### config.mk
export PLATFORM = sky130hd
export DESIGN_NAME = lMac
export DESIGN_NICKNAME = d
export VERILOG_FILES = /design/src/convPkg.sv /design/src/lMac.sv
export SDC_FILE = /design/constraint.sdc
export NUM_CORES = 1
export LEC_CHECK = 0
export BUFFER_PORTS_ARGS = -buffer_cell sky130_fd_sc_hd__buf_2
export CAP_MARGIN = 5
export CORE_MARGIN = 2
export CORE_UTILIZATION = 37
export DETAILED_ROUTE_END_ITERATION = 12
export GPL_TIMING_DRIVEN = 0
export PLACE_DENSITY_LB_ADDON = 0.3
export SLEW_MARGIN = 20
export SYNTH_ARGS = -nofsm -noshare
export SYNTH_HDL_FRONTEND = slang
export SYNTH_SLANG_ARGS = --single-unit
### constraint.sdc
create_clock -name vclk -period 18.55
set_input_delay 3.71 -clock vclk [all_inputs]
set_output_delay 3.71 -clock vclk [all_outputs]
set_load 0.01 [all_outputs]
### src/convPkg.sv
package convPkg;

	//////////////////////////////
	// Widths

	localparam int SAMPLE_W   = 16;
	localparam int ACC_W      = 32;
	localparam int WORD_W     = 32;
	localparam int MEM_ADDR_W = 11;
	// Each region is 64 words, so the base is the top five address bits
	localparam int REGION_W   = 6;
	localparam int BASE_W     = MEM_ADDR_W - REGION_W;

	//////////////////////////////
	// Algorithm constants

	// Vector length L
	localparam int VECTOR_LEN = 40;
	localparam int SHL_AMOUNT = 3;
	localparam int SHL_CNT_W  = $clog2(SHL_AMOUNT + 1);
	localparam int MEM_DEPTH  = 2048;

	localparam logic signed [ACC_W-1:0] ACC_MAX     = 32'sh7FFF_FFFF;
	localparam logic signed [ACC_W-1:0] ACC_MIN     = 32'sh8000_0000;
	// Raw product of -32768 * -32768, the one case where doubling overflows
	localparam logic signed [ACC_W-1:0] L_MULT_OVF  = 32'sh4000_0000;

	//////////////////////////////
	// Types

	typedef logic signed [SAMPLE_W-1:0] sampleT;
	typedef logic signed [ACC_W-1:0]    accT;
	typedef logic [MEM_ADDR_W-1:0]      memAddrT;
	typedef logic [WORD_W-1:0]          memWordT;
	typedef logic [BASE_W-1:0]          baseT;
	typedef logic [REGION_W-1:0]        idxT;

	typedef struct packed {
		memAddrT addr;
		logic    writeEn;
		memWordT data;
	} memReqT;

	typedef struct packed {
		sampleT a;
		sampleT b;
		accT    acc;
	} macReqT;

	typedef struct packed {
		memAddrT addr;
		logic    writeEn;
		memWordT data;
	} hostReqT;

endpackage

### src/lMac.sv
module lMac
	(
	input  convPkg::macReqT macReq,
	output convPkg::accT    macResult
	);
	import convPkg::*;

	sampleT opA;
	sampleT opB;
	accT rawProduct;
	accT product;
	logic signed [ACC_W:0] wideSum;

	assign opA = macReq.a;
	assign opB = macReq.b;

	// Q15 times Q15 gives Q30, doubled to Q31
	assign rawProduct = opA * opB;

	always_comb
	begin
		if (rawProduct == L_MULT_OVF)
			product = ACC_MAX;
		else
			product = rawProduct <<< 1;
	end

	// One guard bit is enough to see a 32-bit add overflow
	assign wideSum = {macReq.acc[ACC_W-1], macReq.acc} + {product[ACC_W-1], product};

	always_comb
	begin
		if (wideSum[ACC_W] != wideSum[ACC_W-1])
		begin
			// Guard bit holds the true sign
			if (wideSum[ACC_W])
				macResult = ACC_MIN;
			else
				macResult = ACC_MAX;
		end
		else
		begin
			macResult = wideSum[ACC_W-1:0];
		end
	end

endmodule

[Yosys cells after proc, flatten, opt, wreduce, memory -nomap -nowiden]
Index checks and enable logic that the tools add are counted.
Word-level totals
  register bits: 0
  latch bits: 0
  memory bits (writable): 0
  ROM bits: 0
  bits of input ports: 64
  output and inout port bits: 32
  logic and storage cells: 7
  memories: 0
Cells by class
  add/subtract/negate cells: 1
  $mul: 1
  divide/modulo/power cells: 0
  magnitude comparators: 0
  equality and inequality tests: 2
  shifts and indexed selects: 0
  muxes and demuxes: 3
  bitwise gates (word level): 0
  reductions and logical operators: 0
Operator list (number)
  $mux 32: 3
  $add 32x32->33: 1
  $eq 32x32->1 const B: 1
  $mul 16x16->32: 1
  $ne 1x1->1: 1

[Longest topological paths before layout]
  depth in word-level cells: 6
  depth in mapped cells: 41
  gate-level depth less buffers: 36

[Least setup slack after synthesis]
OpenSTA, ideal clock, no wires.
  path type: input -> output
  from: input port macReq[63] in the netlist's numbering
  to: output port macResult[17]
  data arrival time: 12649 ps
  path slack: 2191 ps
  stages on the path: 34
  buffers on the path: 2
  path through: clkbuf_1 nand2_1 fa_1 inv_1 fa_1 fa_1 fa_1 fa_1 inv_1 fa_1 inv_1 ha_1 a21oi_1 o21ai_0 nor2_1 nand2_1 or3_1 and3_1 or2_2 nand4_1 and4b_1 and4_1 ha_1 fa_1 a21o_1 a21oi_1 o211a_1 o221ai_1 o311ai_1 o21ai_0 a41o_1 mux2i_1 clkbuf_1 a21oi_1
Between the ends
  word-level cells in the longest chain between the ends: 6
  elaborated cells between the ends (all ways): 7
  those cells by class: 1 x add/sub; 1 x mul; 2 x eq/ne; 3 x mux
RTL lines
  from (decl): line lMac.sv:3  | input convPkg::macReqT macReq,
  $mul 16x16->32 *: line lMac.sv:18  | assign rawProduct = opA * opB;
  $eq 32x32->1: line lMac.sv:22  | if (rawProduct == L_MULT_OVF)
  $mux 32 *: line lMac.sv:22
  $add 32x32->33 *: line lMac.sv:29  | assign wideSum = {macReq.acc[ACC_W-1], macReq.acc} + {product[ACC_W-1], product};
  $mux 32 or $ne 1x1->1 (tied branches): line lMac.sv:36, lMac.sv:33
  $mux 32 *: line lMac.sv:33  | if (wideSum[ACC_W] != wideSum[ACC_W-1])
  to (decl): line lMac.sv:4  | output convPkg::accT macResult
Mark *: on every way between the ends. The rest lies on a longest branch, timed or not.

[Final worst setup path]
  from: input port macReq[57] in the netlist's numbering
  to: output port macResult[19]
Same word-level chain as after synthesis.

==> impl_metrics.csv <==
group,metric,value,unit
run_status,run_status,"complete, no violations",
layout,fraction_of_layout_instances_using_a_drive_strength_above_1,0.0913,
critical_path,crit_path_start,"macReq[57]",
grt,globalRoute.busiestLayer,"met2",
floorplan,placeableCoreArea,0.0325,mm2
critical_path,critical_path.slowest_cell,"sky130_fd_sc_hd__fa_1",
critical_path,end_kind,"primary output",
layout,area.growth.synth_to_final,8.56,%
grt,grtUsageMet3,0.00978,
critical_path,worst_stage_delay_on_the_critical_path,580,ps
floorplan,dieWidth,186,um
min_path,min-delay-start,"macReq[0]",
layout,finish.net_count,1954,
yosys,ys_warn_count,0,
sta,min_cycle_time_layout,17830,ps
sta,drv_slew,0,
place,gp_congestion,0.866,
critical_path,worst_ep_arrival_time,14120,ps
grt,grt.total_usage,0.191,
grt,grt_pass1_vias,10200,
drt,route.vias.total,10100,
yosys,syn-cell-area,0.0122,mm2
layout,layout.sequential_cells,0,
sta,slew_headroom,0.514,
sta,timing.setup.tns,0,ps
grt,antenna_found_initial,0,
yosys,post-synth-top-area-cell,"sky130_fd_sc_hd__fa_1",
yosys,synthTopCellsByCount,"sky130_fd_sc_hd__fa_1, sky130_fd_sc_hd__inv_1, sky130_fd_sc_hd__nand2_1",
clocking,postcts_setup_bufs,0,
sta,setup_viol_count_final,0,
floorplan,die_h,186,um
drt,viasPerCell,5.15,
grt,grt_first_pass_wirelength,51900,um
flow_run,cap_violations,0,
critical_path,critPathLaunchType,"input pin",
critical_path,timing.critical_path.required,14840,ps
floorplan,floorplan.rows,66,
critical_path,setup.worst_path.class,"input pin to primary output",
drt,post-route-drc-count,0,
yosys,synthesis.area_per_instance,8.59,um2
yosys,synth.net_count,1863,
drt,drt_pass1_iterations,5,
grt,globalRouteOverflowTotal,0,
layout,post-route-util,0.408,
sta,pin_slew_with_the_least_headroom_to_its_limit,720,ps
layout,final.clkbuf_count,0,
floorplan,top_level_ports,96,
min_path,worstHoldPathType,"input pin to primary output",
drt,ant_nets,0,
sta,final.period_utilization,0.961,
yosys,synthCells,1422,
place,placed_cells_incl_taps,1960,
drt,routedWlPerCell,16.3,um
yosys,synth.top_cell.area_share,0.431,
clocking,holdBufCountCts,0,
grt,grt_util_met2,0.342,
grt,grt_max_degree,11,
floorplan,design.die.area,0.0345,mm2
layout,stdcell_count,1953,
place,port-buffer-count,96,
layout,antenna-diode-count,0,
drt,drt_first_iter_violations,520,
yosys,yosysSeqAreaShare,0,
clocking,cts_resized,0,
yosys,synth.top_cells.by_area,"sky130_fd_sc_hd__fa_1, sky130_fd_sc_hd__ha_1, sky130_fd_sc_hd__inv_1, sky130_fd_sc_hd__and2_1, sky130_fd_sc_hd__nand2_1",
yosys,synthMostInstantiatedCell,"sky130_fd_sc_hd__fa_1",
yosys,yosysUniqueCellTypes,67,
drt,postRouteWirelength,31800,um
place,hpwl,28800,um
sta,grt_setup_unrepaired,"no",
floorplan,initial_utilization,0.376,
grt,grt.met1_usage,0.250,
sta,maxClockFrequency,0.0561,GHz
critical_path,path_max_fanout,10,
sta,timing_hold_violations_final,0,
layout,sequential_standard_cell_area,0,um2
critical_path,crit_top_cell,"sky130_fd_sc_hd__fa_1",
-- layer usage --
layer  part of all wire  up-vias
li1                   -     4702
met1               0.42     5073
met2               0.52      213
met3              0.036       64
met4              0.033        0
met5                  0        -
-- placed cells by master, fill, tap and decap left out, drive strengths merged, types with 5 or more instances in the layout --
cell type	count
a211oi	10
clkbuf	37
and3	7
a21o	20
nand3	16
and2	140
mux2i	5
nand4	6
nor2	47
fa	263
a21oi	94
o21ai	34
xnor2	37
o211ai	9
xor2	22
ha	114
buf	106
or2	5
nand2b	14
a31oi	8
inv	249
nand2	171
o21a	13
nor3	11
nor4	6
o21bai	11
-- cells by family after synthesis --
group	synth area share
AOI/OAI and AO/OA	0.123
xor gates and xnor gates	0.0423
adders and majority gates	0.550
buffers and inverters	0.0969
muxes	0.00410
and+or+nand+nor	0.184
-- worst max-delay path: cells and delay by family --
family          cells  cell delay, ps
fa+ha+maj           9            4190
simple gates        9            1970
compound gates     11            2940
buf+inv             8            1290
-- worst paths after layout --
path	slack (ps)	cells past startpoint	to
setup / recovery	720	37	macResult[19]
hold / removal	7950	5	macResult[0]
-- area by class of cell --
cell class                 instances  area [um2]
fill                            3347       19300
timing repair buffer              96         480
multi-input combinational       1119       11100
buffer                            47         240
tap                              442         553
inverter                         249         935
-- stage by stage --
step	instance area, um2	hold slack (ps)	setup WS, ps
detailed placement	13300	7960	102
CTS	13300	7970	28.4
finish	13300	7950	723
floorplan	12200	7750	2190
global placement	13300	7940	170
global route	13300	7990	107
Power is not shown: default switching activity piles up to over one toggle a cycle in this logic, so the estimate is an artifact.
