### src/convPkg.sv
package convPkg;

	//////////////////////////////
	// Widths

	localparam int SAMPLE_W   = 16;
	localparam int ACC_W      = 32;
	localparam int WORD_W     = 32;
	localparam int MEM_ADDR_W = 11;
	// Each region is 64 words, so the base is the top five address bits
	localparam int REGION_W   = 6;
	localparam int BASE_W     = MEM_ADDR_W - REGION_W;

	//////////////////////////////
	// Algorithm constants

	// Vector length L
	localparam int VECTOR_LEN = 40;
	localparam int SHL_AMOUNT = 3;
	localparam int SHL_CNT_W  = $clog2(SHL_AMOUNT + 1);
	localparam int MEM_DEPTH  = 2048;

	localparam logic signed [ACC_W-1:0] ACC_MAX     = 32'sh7FFF_FFFF;
	localparam logic signed [ACC_W-1:0] ACC_MIN     = 32'sh8000_0000;
	// Raw product of -32768 * -32768, the one case where doubling overflows
	localparam logic signed [ACC_W-1:0] L_MULT_OVF  = 32'sh4000_0000;

	//////////////////////////////
	// Types

	typedef logic signed [SAMPLE_W-1:0] sampleT;
	typedef logic signed [ACC_W-1:0]    accT;
	typedef logic [MEM_ADDR_W-1:0]      memAddrT;
	typedef logic [WORD_W-1:0]          memWordT;
	typedef logic [BASE_W-1:0]          baseT;
	typedef logic [REGION_W-1:0]        idxT;

	typedef struct packed {
		memAddrT addr;
		logic    writeEn;
		memWordT data;
	} memReqT;

	typedef struct packed {
		sampleT a;
		sampleT b;
		accT    acc;
	} macReqT;

	typedef struct packed {
		memAddrT addr;
		logic    writeEn;
		memWordT data;
	} hostReqT;

endpackage

### src/lShl.sv
module lShl
	(
	input  logic         clk,
	input  logic         reset,
	input  logic         shlStart,
	input  convPkg::accT shlValue,
	output logic         shlDone,
	output convPkg::accT shlResult
	);
	import convPkg::*;

	accT operand;
	logic busy;
	logic [SHL_CNT_W-1:0] stepsLeft;

	// Doubling overflows when the top two bits differ
	function automatic accT shiftOne(input accT value);
		if (value[ACC_W-1] != value[ACC_W-2])
			return value[ACC_W-1] ? ACC_MIN : ACC_MAX;
		return value <<< 1;
	endfunction

	//////////////////////////////
	// Step control

	always_ff @(posedge clk)
	begin
		if (reset)
		begin
			busy <= 1'b0;
			stepsLeft <= '0;
		end
		else if (shlStart)
		begin
			busy <= 1'b1;
			stepsLeft <= SHL_CNT_W'(SHL_AMOUNT);
		end
		else if (busy)
		begin
			if (stepsLeft == '0)
				busy <= 1'b0;
			else
				stepsLeft <= stepsLeft - 1'b1;
		end
	end

	// Saturated values map onto themselves under shiftOne
	always_ff @(posedge clk)
	begin
		if (shlStart)
			operand <= shlValue;
		else if (busy && stepsLeft != '0)
			operand <= shiftOne(operand);
	end

	assign shlDone = busy && (stepsLeft == '0);
	assign shlResult = operand;

	//////////////////////////////
	// Checks

	startWhileBusy: assert property (@(posedge clk) disable iff (reset)
		shlStart |-> !busy)
		else $error("lShl: start while a shift is in progress");

	doneOneCycle: assert property (@(posedge clk) disable iff (reset)
		shlDone |=> !shlDone)
		else $error("lShl: done held longer than one cycle");

endmodule

### config.mk
export PLATFORM = sky130hd
export DESIGN_NAME = lShl
export DESIGN_NICKNAME = d
export VERILOG_FILES = /design/src/convPkg.sv /design/src/lShl.sv
export SDC_FILE = /design/constraint.sdc
export NUM_CORES = 1
export LEC_CHECK = 0
export ABC_AREA = 1
export BUFFER_PORTS_ARGS = -buffer_cell sky130_fd_sc_hd__buf_4
export CORE_MARGIN = 2
export CORE_UTILIZATION = 47
export DETAILED_ROUTE_END_ITERATION = 10
export PLACE_DENSITY = 0.76
export SETUP_SLACK_MARGIN = 0.15
export SLEW_MARGIN = 15
export SYNTH_ARGS = -nofsm -noshare
export SYNTH_HDL_FRONTEND = slang
export SYNTH_SLANG_ARGS = --single-unit
### constraint.sdc
create_clock -name clk -period 2.4 [get_ports clk]
set_input_delay 0.6 -clock clk [delete_from_list [all_inputs] [get_ports clk]]
set_output_delay 0.6 -clock clk [all_outputs]
set_load 0.005 [all_outputs]
# == Yosys cells after proc, flatten, opt, wreduce, memory -nomap -nowiden ==
# Index checks and enable logic that the tools add are counted.
# word_totals
elab_cells,27
regBits,35
inputBits,35
out_inout_bits,33
# classes
n_eq_ne,2
muxes,14
reduce_logical,7
addsub,1
# op_table
cell,count
2-to-1 mux 32 bit,5
2-to-1 mux 1 bit,6
2-to-1 mux 2 bit,3
nonzero test 2 bit,3
logical AND 1 bit,2
zero test 2 bit,1
"!= test 2 bit, second input constant",1
AND reduction 2 bit,1
"subtractor 2 x 1 -> 2 bit, second input constant",1
!= test 1 bit,1

# == Depth between registers and ports, before layout ==
# depth
depth_word,7
depth_mapped,6
mapped_depth_nobuf,6

# == Worst setup path before layout ==
# No wires, ideal clock.
# synth_timing
path_type,input-to-reg
from,input shlStart
to,"register operand[0], in the netlist shlResult[0] (enable)"
path_buffers,0
t_arrival_ps,1446
path_slack_ps,569
setup_ps,386
required_time_ps,2014
path_stages,4
path_cell_list,inv_2 > nand2_1 > nand2_1 > inv_1
# synth_between
elab_chain_len,1
# synth_lines
item,line,text
from (decl),lShl.sv:5,"input logic shlStart,"
nonzero test 2 bit (no source line),--,
to (signal assigned),lShl.sv:51,operand <= shlValue;
to (signal assigned),lShl.sv:53,operand <= shiftOne(operand);
to (decl),lShl.sv:12,accT operand;
# No other way between the ends.
# A chain may end at the register's enable or synchronous reset.

# == Final worst setup path ==
# layout_timing
from,register stepsLeft[0]
to,"register operand[27], in the netlist shlResult[27] (enable)"
# layout_between
elab_chain_len,3
# layout_lines
item,line,text
from (decl),lShl.sv:14,logic [SHL_CNT_W-1:0] stepsLeft;
from (signal assigned),lShl.sv:36,stepsLeft <= SHL_CNT_W'(SHL_AMOUNT);
from (signal assigned),lShl.sv:43,stepsLeft <= stepsLeft - 1'b1;
nonzero test 2 bit,lShl.sv:52,else if (busy && stepsLeft != '0)
logical AND 1 bit,lShl.sv:52,
nonzero test 2 bit (no source line),--,
# No other way between the ends.

==> summary.txt <==
Power and ir drop
  • Sequential power share: 53.8%
  • Clock network power share: 19.0%
  • Internal Power: 0.00110 W
  • PwrDens: 700 nW/µm²
  • Peak VDD IR: 446 µV
  • Pleak: 0.988 nW
  • Comb pwr share: 27.2%
  • Sw frac: 28.7%
  • Net Switching: 0.000444 W

Route
  • # DRC: 0
  • Vias: 1392
  • WL/cell: 12.6 µm
  • DRT Wirelength: 3.61 mm
  • Drt pass-1 iters: 5
  • Post-route ant nets: 0
  • First DRT Iteration DRCs: 93
  • Via density: 4.87

Synth
  • Mux contribution to synthesized area: 0%
  • Synth unique cells: 11
  • Synthesized flop and latch total: 35
  • Synthesized cell area: 1610 µm²
  • Syn nets: 207
  • Synth Instances: 169
  • Main combinational cell family by area after synthesis: simple AND/OR/NAND/NOR gates
  • Xor and xnor area share after synthesis: 0%
  • Synth warn: 0
  • Synth Area in Simple Gates: 19.3%
  • Complex-gate fraction of the synthesized area: 9.93%
  • Register area share after synthesis: 63.3%
  • Synth Area in Adders: 2.33%
  • Syn Area/Cell: 9.54 µm²

Global routing
  • Total gr overflow: 0
  • Gr usage total: 18.8%
  • First-pass GRT wire length: 5.66 mm
  • Largest net degree at the start of global routing: 32
  • Number of global-route vias before repair: 1260
  • Initial antenna violation count: 0

Critical path
  • Worst EP arrival: 1860 ps
  • Crit-path max FO: 21
  • Crit path launch: stepsLeft[0]
  • CP max stage cell: dfxtp_1
  • Crit path capture type: register
  • Kind of critical path: register to register
  • Worst r2r src: stepsLeft[0]
  • Startpoint types: register
  • CP peak stage delay: 370 ps
  • Worst Path Required: 2420 ps
  • Worst-path cell chain: inv_1 -> ha_1 -> nand2_1 -> nand2_1 -> inv_1 -> buf_4

Floorplanning
  • Die W: 62.6 µm
  • Core area: 3310 µm²
  • Num rows: 21
  • I/O pins: 68
  • Initial core utilization: 48.7%
  • Chip height: 62.6 µm
  • Die Area: 3920 µm²

Clocking
  • Clk slew on worst S/H paths: 100 ps
  • Clock latency at the later pin of the worst-skew pair: 330 ps
  • Num CTS Buffers: 5
  • H-tree depth: 2
  • CTS-repair resized insts: 0
  • CTS Hold Buffers Added: 0
  • TritonCTS clock tree: yes
  • Clock Tree Buf Depth: 2
  • Clock root buffer: clkbuf_4
  • Clock sinks: 35
  • Post-CTS Setup Bufs: 0

Run status
  • Run status: finished, final reports clean

STA
  • Min Tclk post-route: 1840 ps
  • Slew Limit Fails: 0
  • Final hold violations: 0
  • Least-Margin Pin Slew: 397 ps
  • Setup TNS: 0 ps
  • Final period utilization: 76.7%
  • Hold Slack: 439 ps
  • FMAX: 543 MHz
  • Final Setup Violations: 0
  • Layout Skew: 9.22 ps
  • Unrepaired setup endpoints after global routing: false
  • Slew HR: 73.5%

Hold path
  • Worst Hold Class: input port to register
  • Hold_sp: reset

Cells and area
  • Ant. Diodes: 0
  • Layout area overhead: 37.1%
  • Most frequent cells in the layout: buf_4, nand2_1, nor2_1
  • Non-Filler Instances: 286
  • Most common cell after layout, fill and taps aside: buf_4
  • Layout net count: 277
  • Fraction of layout cells with a size suffix above 1: 33.3%

Placement
  • GP Congestion: 0.873
  • IO buf count: 67
  • HPWL after DPL: 2.55 mm
  • # placed instances: 278

Flow run
  • Max-Cap Viols: 0
-- stage by stage --
step / worst slack [ps] / util, % / total power [W] / instance area [µm²]
global placement: 456 / 65.3 / 0.00127 / 2160
floorplan: 569 / - / 0.00105 / 1610
global route: 461 / 66.8 / 0.00164 / 2210
CTS: 578 / 66.8 / 0.00157 / 2210
detailed placement: 421 / 65.3 / 0.00127 / 2160
finish: 560 / 66.8 / 0.00155 / 2210
-- state kept, by name, indices dropped and copies added, names as in the netlist --
register   flops
shlResult     32
stepsLeft      2
busy           1
-- layer usage --
layer / vias up / routed length, µm / global-route usage [%]
li1: 702 / - / -
met1: 630 / 1550 / 22.9
met2: 55 / 1760 / 31.2
met3: 5 / 262 / 7.03
met4: 0 / 34 / 5.83
met5: - / 0 / 0
-- cells by family (layout without fill, tap and decap cells) --
group / Yosys count / count (layout)
buf+inv: 17 / 88
flops: 35 / 35
compound gates: 32 / 32
simple gates: 82 / 82
fa+ha+maj: 3 / 3
-- synthesized netlist by cell type --
cell,number,area [µm²]
inv_2,1,3.75
nand2_1,44,165
buf_2,6,30.0
buf_4,3,22.5
ha_1,3,37.5
nor2_1,35,131
a21oi_1,32,160
edfxtp_1,32,961
nand3_1,3,15.0
inv_1,7,26.3
dfxtp_1,3,60.1
-- critical path, delay by kind of cell (launching register included) --
kind                     cells  cell delay [ps]
adder cells (fa/ha/maj)      1              220
AND/OR/NAND/NOR              2              210
buffers and inverters        3              720
flip-flops                   1              370
-- final timing paths --
kind	to	slack, ps	depth (start not counted)
worst max-delay path	shlResult[27]	560	6
worst min-delay path	stepsLeft[1]	440	2
worst max register to register	shlResult[27]	560	6
worst min register to register	stepsLeft[1]	480	2
-- power by group through the flow --
| stage | logic [W] | registers, W | clock network [W] |
|---|---|---|---|
| after floorplan | 0.000206 | 0.000848 | 0 |
| after global placement | 0.000419 | 0.000847 | 0 |
| after detailed placement | 0.000426 | 0.000847 | 0 |
| after CTS | 0.000428 | 0.000833 | 0.000307 |
| after global routing | 0.000468 | 0.000844 | 0.000331 |
| final | 0.000421 | 0.000833 | 0.000294 |
-- cell type report --
class	instances	area, µm²
Sequential cell	35	1020
Fill cell	293	1100
Clock buffer	7	45.0
Inverter	8	30.0
Tap cell	46	57.6
Multi-Input combinational cell	117	512
Timing Repair Buffer	72	541
Clock inverter	1	5.00
No activity file was read; power rests on OpenSTA's default activity.
