`src/convPkg.sv`:
```
package convPkg;

	//////////////////////////////
	// Widths

	localparam int SAMPLE_W   = 16;
	localparam int ACC_W      = 32;
	localparam int WORD_W     = 32;
	localparam int MEM_ADDR_W = 11;
	// Each region is 64 words, so the base is the top five address bits
	localparam int REGION_W   = 6;
	localparam int BASE_W     = MEM_ADDR_W - REGION_W;

	//////////////////////////////
	// Algorithm constants

	// Vector length L
	localparam int VECTOR_LEN = 40;
	localparam int SHL_AMOUNT = 3;
	localparam int SHL_CNT_W  = $clog2(SHL_AMOUNT + 1);
	localparam int MEM_DEPTH  = 2048;

	localparam logic signed [ACC_W-1:0] ACC_MAX     = 32'sh7FFF_FFFF;
	localparam logic signed [ACC_W-1:0] ACC_MIN     = 32'sh8000_0000;
	// Raw product of -32768 * -32768, the one case where doubling overflows
	localparam logic signed [ACC_W-1:0] L_MULT_OVF  = 32'sh4000_0000;

	//////////////////////////////
	// Types

	typedef logic signed [SAMPLE_W-1:0] sampleT;
	typedef logic signed [ACC_W-1:0]    accT;
	typedef logic [MEM_ADDR_W-1:0]      memAddrT;
	typedef logic [WORD_W-1:0]          memWordT;
	typedef logic [BASE_W-1:0]          baseT;
	typedef logic [REGION_W-1:0]        idxT;

	typedef struct packed {
		memAddrT addr;
		logic    writeEn;
		memWordT data;
	} memReqT;

	typedef struct packed {
		sampleT a;
		sampleT b;
		accT    acc;
	} macReqT;

	typedef struct packed {
		memAddrT addr;
		logic    writeEn;
		memWordT data;
	} hostReqT;

endpackage

```
`src/convolve.sv`:
```
module convolve
	(
	input  logic             clk,
	input  logic             reset,
	input  logic             start,
	input  convPkg::baseT    xBase,
	input  convPkg::baseT    hBase,
	input  convPkg::baseT    yBase,
	output convPkg::memReqT  engineReq,
	input  convPkg::memWordT engineReadData,
	output convPkg::macReqT  macReq,
	input  convPkg::accT     macResult,
	output logic             shlStart,
	output convPkg::accT     shlValue,
	input  logic             shlDone,
	input  convPkg::accT     shlResult,
	output logic             done
	);
	import convPkg::*;

	typedef enum logic [2:0] {
		stateIdle,
		stateOuter,
		stateInner,
		stateReadH,
		stateMac,
		stateShift,
		stateWait
	} stateT;

	stateT state;
	stateT nextState;

	// Outer index n and inner index i
	idxT n;
	idxT i;
	idxT nextN;
	idxT nextI;

	// Running sum and the x sample of the current tap
	accT s;
	sampleT xSample;
	logic clearSum;
	logic loadSum;
	logic loadX;

	//////////////////////////////
	// Control registers

	always_ff @(posedge clk)
	begin
		if (reset)
		begin
			state <= stateIdle;
			n <= '0;
			i <= '0;
		end
		else
		begin
			state <= nextState;
			n <= nextN;
			i <= nextI;
		end
	end

	//////////////////////////////
	// Datapath registers

	always_ff @(posedge clk)
	begin
		if (clearSum)
			s <= '0;
		else if (loadSum)
			s <= macResult;
		if (loadX)
			xSample <= engineReadData[SAMPLE_W-1:0];
	end

	// Operands only matter in stateMac, where h arrives from memory
	assign macReq.a = engineReadData[SAMPLE_W-1:0];
	assign macReq.b = xSample;
	assign macReq.acc = s;

	assign shlValue = s;

	//////////////////////////////
	// Sequencer

	always_comb
	begin
		nextState = state;
		nextN = n;
		nextI = i;
		clearSum = 1'b0;
		loadSum = 1'b0;
		loadX = 1'b0;
		engineReq = '0;
		shlStart = 1'b0;
		done = 1'b0;

		case (state)
			stateIdle:
			begin
				nextN = '0;
				nextI = '0;
				if (start)
					nextState = stateOuter;
			end

			stateOuter:
			begin
				if (n == idxT'(VECTOR_LEN))
				begin
					done = 1'b1;
					nextState = stateIdle;
				end
				else
				begin
					clearSum = 1'b1;
					nextI = '0;
					nextState = stateInner;
				end
			end

			// Loop test, and the read of x[i] when another tap is left
			stateInner:
			begin
				if (i > n)
					nextState = stateShift;
				else
				begin
					engineReq.addr = {xBase, i};
					nextState = stateReadH;
				end
			end

			stateReadH:
			begin
				loadX = 1'b1;
				engineReq.addr = {hBase, idxT'(n - i)};
				nextState = stateMac;
			end

			stateMac:
			begin
				loadSum = 1'b1;
				nextI = i + 1'b1;
				nextState = stateInner;
			end

			stateShift:
			begin
				shlStart = 1'b1;
				nextState = stateWait;
			end

			// y[n] takes the upper half of the shifted sum
			stateWait:
			begin
				if (shlDone)
				begin
					engineReq.addr = {yBase, n};
					engineReq.writeEn = 1'b1;
					engineReq.data = {{(WORD_W - SAMPLE_W){1'b0}}, shlResult[ACC_W-1 -: SAMPLE_W]};
					nextN = n + 1'b1;
					nextState = stateOuter;
				end
			end

			default:
			begin
				nextState = stateIdle;
			end
		endcase
	end

	//////////////////////////////
	// Checks

	innerBound: assert property (@(posedge clk) disable iff (reset)
		i <= n + 1'b1)
		else $error("convolve: inner index %0d past outer index %0d", i, n);

	doneNoWrite: assert property (@(posedge clk) disable iff (reset)
		done |-> !engineReq.writeEn)
		else $error("convolve: done pulsed together with a y write");

	// Every shift issued must be answered before the next tap starts
	shiftAnswered: assert property (@(posedge clk) disable iff (reset)
		shlStart |-> ##(SHL_AMOUNT + 1) (shlDone && engineReq.writeEn))
		else $error("convolve: shift result missing at the expected cycle");

endmodule

```
`config.mk`:
```
export PLATFORM = sky130hd
export DESIGN_NAME = convolve
export DESIGN_NICKNAME = d
export VERILOG_FILES = /design/src/convPkg.sv /design/src/convolve.sv
export SDC_FILE = /design/constraint.sdc
export NUM_CORES = 1
export LEC_CHECK = 0
export ABC_AREA = 1
export BUFFER_PORTS_ARGS = -buffer_cell sky130_fd_sc_hd__buf_2
export CORE_MARGIN = 1
export CORE_UTILIZATION = 38
export CTS_CLUSTER_DIAMETER = 60
export CTS_CLUSTER_SIZE = 14
export DETAILED_ROUTE_END_ITERATION = 7
export PLACE_DENSITY = 0.8
export SETUP_SLACK_MARGIN = 0.05
export SLEW_MARGIN = 20
export SYNTH_ARGS = -nofsm -noshare
export SYNTH_HDL_FRONTEND = slang
export SYNTH_SLANG_ARGS = --single-unit
```
`constraint.sdc`:
```
create_clock -name clk -period 2 [get_ports clk]
set_input_delay 0.3 -clock clk [delete_from_list [all_inputs] [get_ports clk]]
set_output_delay 0.3 -clock clk [all_outputs]
set_load 0.02 [all_outputs]
```
== Word-level counts from Yosys, hierarchy flattened ==
Index checks and enable logic that the tools add are counted.

* Register bits: 63
* Bits of input ports: 115
* Output and inout port bits: 142

* $add $sub $neg: 3
* $lt $le $gt $ge: 1
* Equal/unequal tests: 10
* Multiplexer cells: 20
* Reduce and logical (&&, ||, !) cells: 6

{| class="wikitable"
|+ Operators with widths
! kind !! count
|-
| $mux 44 || 1
|-
| $mux 33 || 1
|-
| $pmux 11 s3 || 1
|-
| $pmux 3 s7 || 1
|-
| $pmux 6 s3 || 1
|-
| $add 6x1->6 const B || 2
|-
| $mux 6 || 2
|-
| $pmux 6 s2 || 1
|-
| $mux 11 || 1
|-
| $eq 3x3->1 const B || 3
|-
| $mux 3 || 3
|-
| $mux 1 || 7
|-
| $eq 3x2->1 const B || 2
|-
| $eq 6x6->1 const B || 1
|-
| $gt 6x6->1 || 1
|-
| $ne 2x2->1 const B || 3
|-
| $reduce_and 2->1 || 3
|-
| $sub 6x6->6 || 1
|-
| $eq 3x1->1 const B || 1
|-
| $logic_not 3->1 || 1
|-
| $reduce_bool 3->1 || 1
|-
| $mux 2 || 1
|-
| $reduce_bool 2->1 || 1
|}

== Logic depth before layout (Yosys ltp) ==
Gate-level depths: netlist of run 1.

* Depth after elaboration: 3
* Gate-level depth with buffers: 10

== Worst setup path before layout of run 1 ==
OpenSTA, ideal clock, no wires.

* Kind: reg2out
* Start: register n[0]
* End: output engineReq[33] (netlist name)
* Arrival: 1708 ps
* Required time: 1700 ps
* Slack: -8 ps
* Cell stages (with the launch flop): 9
* Path buffers: 0
* Cells stage by stage: dfxtp_1 > inv_1 > ha_1 > inv_1 > fa_1 > nand3_1 > nand3_1 > nand2_2 > o21ai_1

{| class="wikitable"
|+ RTL lines
! what !! line !! text
|-
| start: declaration || convolve.sv:35 || <nowiki>idxT n;</nowiki>
|-
| start signal: assignment || convolve.sv:61 || <nowiki>n <= nextN;</nowiki>
|-
| end: declaration || convolve.sv:9 || <nowiki>output convPkg::memReqT engineReq,</nowiki>
|}

==> flow_summary_export.csv, run 1 <==
group,metric,value,unit
floorplanning,core_area,9774,µm²
floorplanning,die_x,102.4,µm
timing,setup_tns,-1956,ps
place,placed_cells,836,
route,ant_nets,0,
timing,finalSetupViolCount,11,
global_routing,grt_pass1_wl,14950,µm
critical_path,critPathCaptureType,"primary output",
clock_tree,clk_pin_slew,80,ps
hold_path,hold_class,"input port to flip-flop",
route,post_drt_wl_per_cell,11.76,µm
timing,fin_ws,-213.7,ps
timing,clock.fmax,451.7,MHz
clock_tree,cts_tree,"yes",
floorplanning,dieArea,10480,µm²
cells_and_area,stdcell_count,860,
route,dr.pass1.iters,4,
cells_and_area,fill_cells,951,
power,powerDensity,683.0,nW/µm²
global_routing,antenna_found_initial,0,
timing,hold_viol,0,
timing,whs,160.2,ps
yosys,synthCells,536,
floorplanning,initial_core_util,39.17,%
clock_tree,root_buffer,"clkbuf_8",
timing,clock_skew,10.87,ps
route,vias,3840,
route,drt_wl_total,10110,µm
yosys,synth_ff_type,"dfxtp_1",
clock_tree,cts_made_buffers,9,
timing,fin_crit_sh,110.7,%
global_routing,grt_max_degree,34,
power,power,3.589,mW
run_status,violations,"negative setup slack",
global_routing,grt_pass1_vias,3275,
route,via_per_inst,4.465,
critical_path,cp-start-kind,"flip-flop",
yosys,syn_area,3829,µm²
place,pre_cts_slack,51.42,ps
power,vdd_drop_max,0.0003351,V
yosys,async_reset_ff_share,0,%
yosys,avgSynthCellArea,7.143,µm²
yosys,synth-edff-count,16,
clock_tree,postCtsHoldBufs,0,
floorplanning,row_count,36,
route,drc,0,
cells_and_area,nets,847,
floorplanning,die_h,102.4,µm
global_routing,grtUsageTotal,18.43,%
clock_tree,clkLatencyLatePin,330,ps
place,io_buffer_count,208,
timing,rsz0062_at_grt,"yes",
timing,fin_crit,2214,ps
yosys,ys_ff_latch,63,
critical_path,cp.required,1700,ps
global_routing,grt-ovfl-total,0,
run,drv_cap,0,
critical_path,critPathMaxFanout,5,
critical_path,arrival,1910,ps
yosys,synth_cell_types,34,
place,hpwl,7366,µm
clock_tree,clock_path_buffers,2,
run_status,status,"finished, violations left",
yosys,ys_seq_area_share,37.12,%
cells_and_area,diodes,0,
power,power_leakage,3.019,nW
cells_and_area,drive_gt1_share,43.88,%
floorplanning,io_pins,257,
critical_path,crit_type,"flip-flop to primary output",
yosys,ys_warn_count,0,
timing,drv_slew,0,
place,routabilityCongestion,0.8897,
clock_tree,clkSinkCount,63,
cells_and_area,area_growth_syn_to_layout,37.22,%
clock_tree,htreeDepth,3,
route,first_iter_violations,201,
-- path summary, 6_finish.rpt --
check	slack [ps]	start	depth (start not counted)	to
max	-210	n[0]$_SDFFE_PP0P_	9	engineReq[35]
min	160	engineReadData[9]	1	xSample[9]$_DFFE_PP_
max reg2reg	270	n[0]$_SDFFE_PP0P_	11	state[1]$_SDFFE_PP0P_
min reg2reg	540	shlValue[3]$_SDFFE_PP0P_	4	shlValue[3]$_SDFFE_PP0P_
-- what timing repair did --
item / 4_1_cts / 5_1_grt
setup buffers: 4 / 3
pin swaps: 4 / 3
setup endpoints to repair: 28 / 20
gates resized for setup: 37 / 26
gates cloned: 1 / 0
-- state kept, by name, indices dropped and copies added (netlist names) --
name      cells
n             6
shlValue     32
state         3
i             6
xSample      16
-- power by group --
part / switching [mW] / total (mW) / internal, mW
Combinational: 0.647 / 0.989 / 0.343
Clock: 0.524 / 1.13 / 0.603
Sequential: 0.0658 / 1.47 / 1.41
Total: 1.24 / 3.59 / 2.35
-- Yosys cell counts (2+ instances only) --
cell,n,area [µm²]
nand2_2,5,31.28
buf_4,65,488.0
nor3_1,4,20.02
nand4_1,7,43.79
o21ai_1,4,20.02
buf_2,7,35.03
dfxtp_1,47,940.9
nand3_1,29,145.1
nor2_1,26,97.59
nand3b_1,2,15.01
clkbuf_1,3,11.26
edfxtp_1,16,480.5
ha_1,9,112.6
a21oi_1,17,85.08
inv_1,60,225.2
o211ai_2,2,25.02
inv_2,9,33.78
o21ai_0,3,15.01
a22oi_1,5,37.54
nand3_2,3,30.03
buf_6,7,78.83
nand2_1,194,728.2
-- cell families (layout without fill, tap and decap cells) --
logic type	Yosys count	count (layout)	synth area share (%)
simple gates	277	278	31.05
buf+inv	152	327	22.94
flops	63	63	37.12
compound gates	32	32	5.098
fa+ha+maj	10	10	3.464
other cells	1	16	0.09795
xor+xnor	1	1	0.2288
-- stage by stage --
| stage | util (%) | area [µm²] |
|---|---|---|
| finish | 53.75 | 5254 |
| global route | 53.75 | 5254 |
| CTS | 52.39 | 5121 |
| detailed placement | 48.32 | 4723 |
| global placement | 48.32 | 4723 |
| floorplan | - | 3890 |
-- critical path: stages, from the launching register on --
cell and delay [ps]:
dfxtp_2 330, inv_2 70, ha_4 120, inv_2 40, fa_2 370, nand3_4 140
nand3_4 130, nand2_4 140, o21ai_1 80, buf_4 160
-- per-layer routing --
metal	GRT usage [%]	routed length [µm]	up-vias
met3	3.625	755	18
met4	7.253	193	0
met1	21.39	4221	1690
met5	0	0	-
li1	-	-	1952
met2	33.20	4941	180
-- cells in the final DEF (no fill, tap or decap), drive strengths merged --
cell,n
ha,9
xor2,1
nor2,28
conb,16
nor3,6
or2,1
clkinvlp,2
inv,70
nand2,199
clkbuf,11
buf,241
dfxtp,47
a22oi,6
nor4,1
nand3b,2
nand4,8
edfxtp,16
nand3,33
o211ai,2
clkinv,3
fa,1
a21oi,17
o21ai,7
-- final cells by class --
class / count / area [µm²] / share of cell area (%)
Clock inverter: 5 / 37.54 / 0.7145
Timing Repair Buffer: 241 / 1394 / 26.53
Clock buffer: 11 / 173.9 / 3.310
Sequential cell: 63 / 1428 / 27.17
Tap cell: 133 / 166.4 / 3.167
Multi-Input combinational cell: 337 / 1789 / 34.06
Inverter: 70 / 265.3 / 5.049
Power figures use the tool's default switching activity.
==> run 2, diff against run 1 <==
--- a/config.mk
+++ b/config.mk
@@ -5,14 +5,13 @@
 export SDC_FILE = /design/constraint.sdc
 export NUM_CORES = 1
 export LEC_CHECK = 0
-export ABC_AREA = 1
 export BUFFER_PORTS_ARGS = -buffer_cell sky130_fd_sc_hd__buf_2
-export CORE_MARGIN = 1
-export CORE_UTILIZATION = 38
+export CORE_AREA = 2 2 100 102
 export CTS_CLUSTER_DIAMETER = 60
 export CTS_CLUSTER_SIZE = 14
 export DETAILED_ROUTE_END_ITERATION = 7
-export PLACE_DENSITY = 0.8
+export DIE_AREA = 0 0 102 104
+export PLACE_DENSITY = 0.79
 export SETUP_SLACK_MARGIN = 0.05
 export SLEW_MARGIN = 20
 export SYNTH_ARGS = -nofsm -noshare
==> flow_summary_export.csv, run 2 <==
group,metric,value,unit
run_status,status,"finished, violations left",
run_status,violations,"negative setup slack",
timing,clock.fmax,368.1,MHz
place,io_buffer_count,208,
critical_path,r2r.worst_path.cells,9,
yosys,yosysMostFrequentCell,"nand2_1",
route,dr.pass1.iters,4,
floorplanning,die_x,102,µm
clock_tree,htreeDepth,3,
clock_tree,clk_pin_slew,80,ps
timing,setup_tns,-7384,ps
timing,fin_crit_sh,135.8,%
power,power,3.193,mW
global_routing,antenna_found_initial,0,
yosys,synth_ff_type,"dfxtp_1",
cells_and_area,layout_common_cells,"buf_2, nand2_1, dfxtp_1",
cells_and_area,largest_reg_flops,32,
power,powerDensity,630.0,nW/µm²
yosys,yosys-top-cells-count,"nand2_1, buf_4, dfxtp_1, a21oi_1, and2_1",
yosys,ys_warn_count,0,
critical_path,cp-start-kind,"flip-flop",
timing,drv_slew,0,
power,vdd_drop_max,0.0003388,V
timing,fin_crit,2716,ps
yosys,async_reset_ff_share,0,%
route,drt_wl_total,10310,µm
hold_path,hold_class,"input port to flip-flop",
yosys,synthTopCellsByArea,"dfxtp_1, buf_4, edfxtp_1",
route,vias,3523,
place,hpwl,7451,µm
floorplanning,die_h,104,µm
clock_tree,root_buffer,"clkbuf_8",
timing,hold_viol,0,
critical_path,r2r_slack,-10,ps
critical_path,critPathCaptureType,"primary output",
hold_path,hold_start,"engineReadData[9]",
cells_and_area,drive_gt1_share,50.16,%
global_routing,grt-ovfl-total,0,
cells_and_area,area_growth_syn_to_layout,46.46,%
cells_and_area,diodes,0,
critical_path,cp_slowest_cell,"o31a_1",
place,pre_cts_slack,-416.4,ps
critical_path,cp_cell_sequence,"inv_2 -> ha_4 -> inv_2 -> fa_2 -> a211oi_2 -> nor3b_2 -> o31a_1 -> a221o_1 -> buf_6",
route,ant_nets,0,
yosys,synthCells,406,
yosys,yosysTopAreaCellShare,27.19,%
cells_and_area,nets,730,
run,drv_cap,0,
timing,finalSetupViolCount,12,
yosys,ys_seq_area_share,41.07,%
route,drc,0,
place,routabilityCongestion,0.8613,
route,via_per_inst,4.742,
critical_path,r2r-start,"n[0]$_SDFFE_PP0P_",
yosys,ys_ff_latch,63,
clock_tree,postCtsHoldBufs,0,
global_routing,grt_max_degree,33,
clock_tree,cts_made_buffers,9,
floorplanning,row_count,36,
global_routing,grtUsageTotal,17.24,%
global_routing,grt_pass1_vias,3116,
yosys,syn_area,3461,µm²
critical_path,cpMostUsedCell,"inv_2",
yosys,synth_top_area_cell,"dfxtp_1",
timing,rsz0062_at_grt,"yes",
critical_path,reg2reg_to,"state[1]$_SDFFE_PP0P_",
yosys,synth_cell_types,49,
critical_path,cpPeakStageDelay,360,ps
hold_path,min_to,"xSample[9]$_DFFE_PP_",
clock_tree,cts_tree,"yes",
critical_path,crit_type,"flip-flop to primary output",
clock_tree,clkSinkCount,63,
yosys,avgSynthCellArea,8.524,µm²
cells_and_area,final_common_cell,"buf_2",
route,post_drt_wl_per_cell,13.87,µm
floorplanning,initial_core_util,36.24,%
power,power_leakage,2.455,nW
timing,clock_skew,10.19,ps
global_routing,grt_pass1_wl,14790,µm
clock_tree,clkLatencyLatePin,330,ps
timing,whs,164.4,ps
critical_path,arrival,2420,ps
hold_path,whs_path_depth,1,
floorplanning,io_pins,257,
yosys,synth-edff-count,16,
clock_tree,clock_path_buffers,2,
route,first_iter_violations,139,
critical_path,critPathMaxFanout,7,
timing,fin_ws,-716.5,ps
critical_path,cp.required,1700,ps
floorplanning,dieArea,10610,µm²
floorplanning,core_area,9549,µm²
run 2: cell types whose count changed in the layout (fill, tap and decap cells not counted), moves of 15 or more:
cell | before | now
buf_2 | 198 | 181
nand3_1 | 22 | 4
buf_6 | 8 | 31
inv_1 | 55 | 9
nand2_1 | 187 | 74
a21oi_1 | 15 | 42
and2_4 | 0 | 15
run 2: how the worst max path moves through the flow:
stage / depth (start not counted) / startpoint / endpoint
final: 9 / n[0]$_SDFFE_PP0P_ / engineReq[36]
after detailed placement: 9 / n[0]$_SDFFE_PP0P_ / engineReq[36]
after global routing: 9 / n[0]$_SDFFE_PP0P_ / engineReq[36]
after floorplan: 9 / n[0]$_SDFFE_PP0P_ / engineReq[33]
after CTS: 9 / n[0]$_SDFFE_PP0P_ / engineReq[36]
after global placement: 9 / n[0]$_SDFFE_PP0P_ / engineReq[36]
run 2: worst max-delay path: cells and delay by family (launching register included):
kind / cells / cell delay, ps
AO/OA/AOI/OAI: 3 / 960
buffers and inverters: 3 / 230
AND/OR/NAND/NOR: 1 / 100
flip-flops: 1 / 330
adder cells (fa/ha/maj): 2 / 460
run 2: per-stage QoR:
step	area [µm²]	cells	utilization, %
final	5069	743	53.08
after global routing	5069	743	53.08
after CTS	4767	734	49.92
after detailed placement	4497	717	47.09
after global placement	4497	717	47.09
after floorplan	3553	421	-
run 2: timing repair:
| action | CTS | global route |
|---|---|---|
| cloned | 0 | 3 |
| pin swaps | 14 | 12 |
| gates resized for setup | 25 | 62 |
| setup buffers | 1 | 6 |
| setup endpoints to repair | 29 | 33 |
run 2: final cells by class:
| cell class | count | area (µm²) |
|---|---|---|
| clock inverters | 6 | 61.31 |
| fillers | 854 | 4481 |
| multi-input cells | 263 | 1602 |
| well taps | 133 | 166.4 |
| clock buffers | 10 | 127.6 |
| inverters | 13 | 48.80 |
| flip-flops and latches | 63 | 1430 |
| repair buffers | 255 | 1633 |
run 2: power by group:
group | internal (mW) | switching [mW]
clock | 0.571 | 0.489
sequential | 1.37 | 0.0423
combinational | 0.273 | 0.443
total | 2.22 | 0.975
run 2: kinds of logic after synthesis:
group,share of synthesized area (%)
compound gates,16.63
mux,0.2892
fa+ha+maj,3.832
flops,41.07
buf+inv,17.68
simple gates,18.87
xor+xnor,1.518
other cells,0.1084
run 2: routing by layer:
layer / share of wire [%] / track usage (%) / wire [µm] / vias up
met1: 40 / 20.66 / 4078 / 1626
met4: 2.7 / 5.048 / 274 / 0
met5: 0 / 0 / 0 / -
met2: 52 / 30.92 / 5333 / 164
li1: - / - / - / 1707
met3: 6.0 / 3.024 / 619 / 26
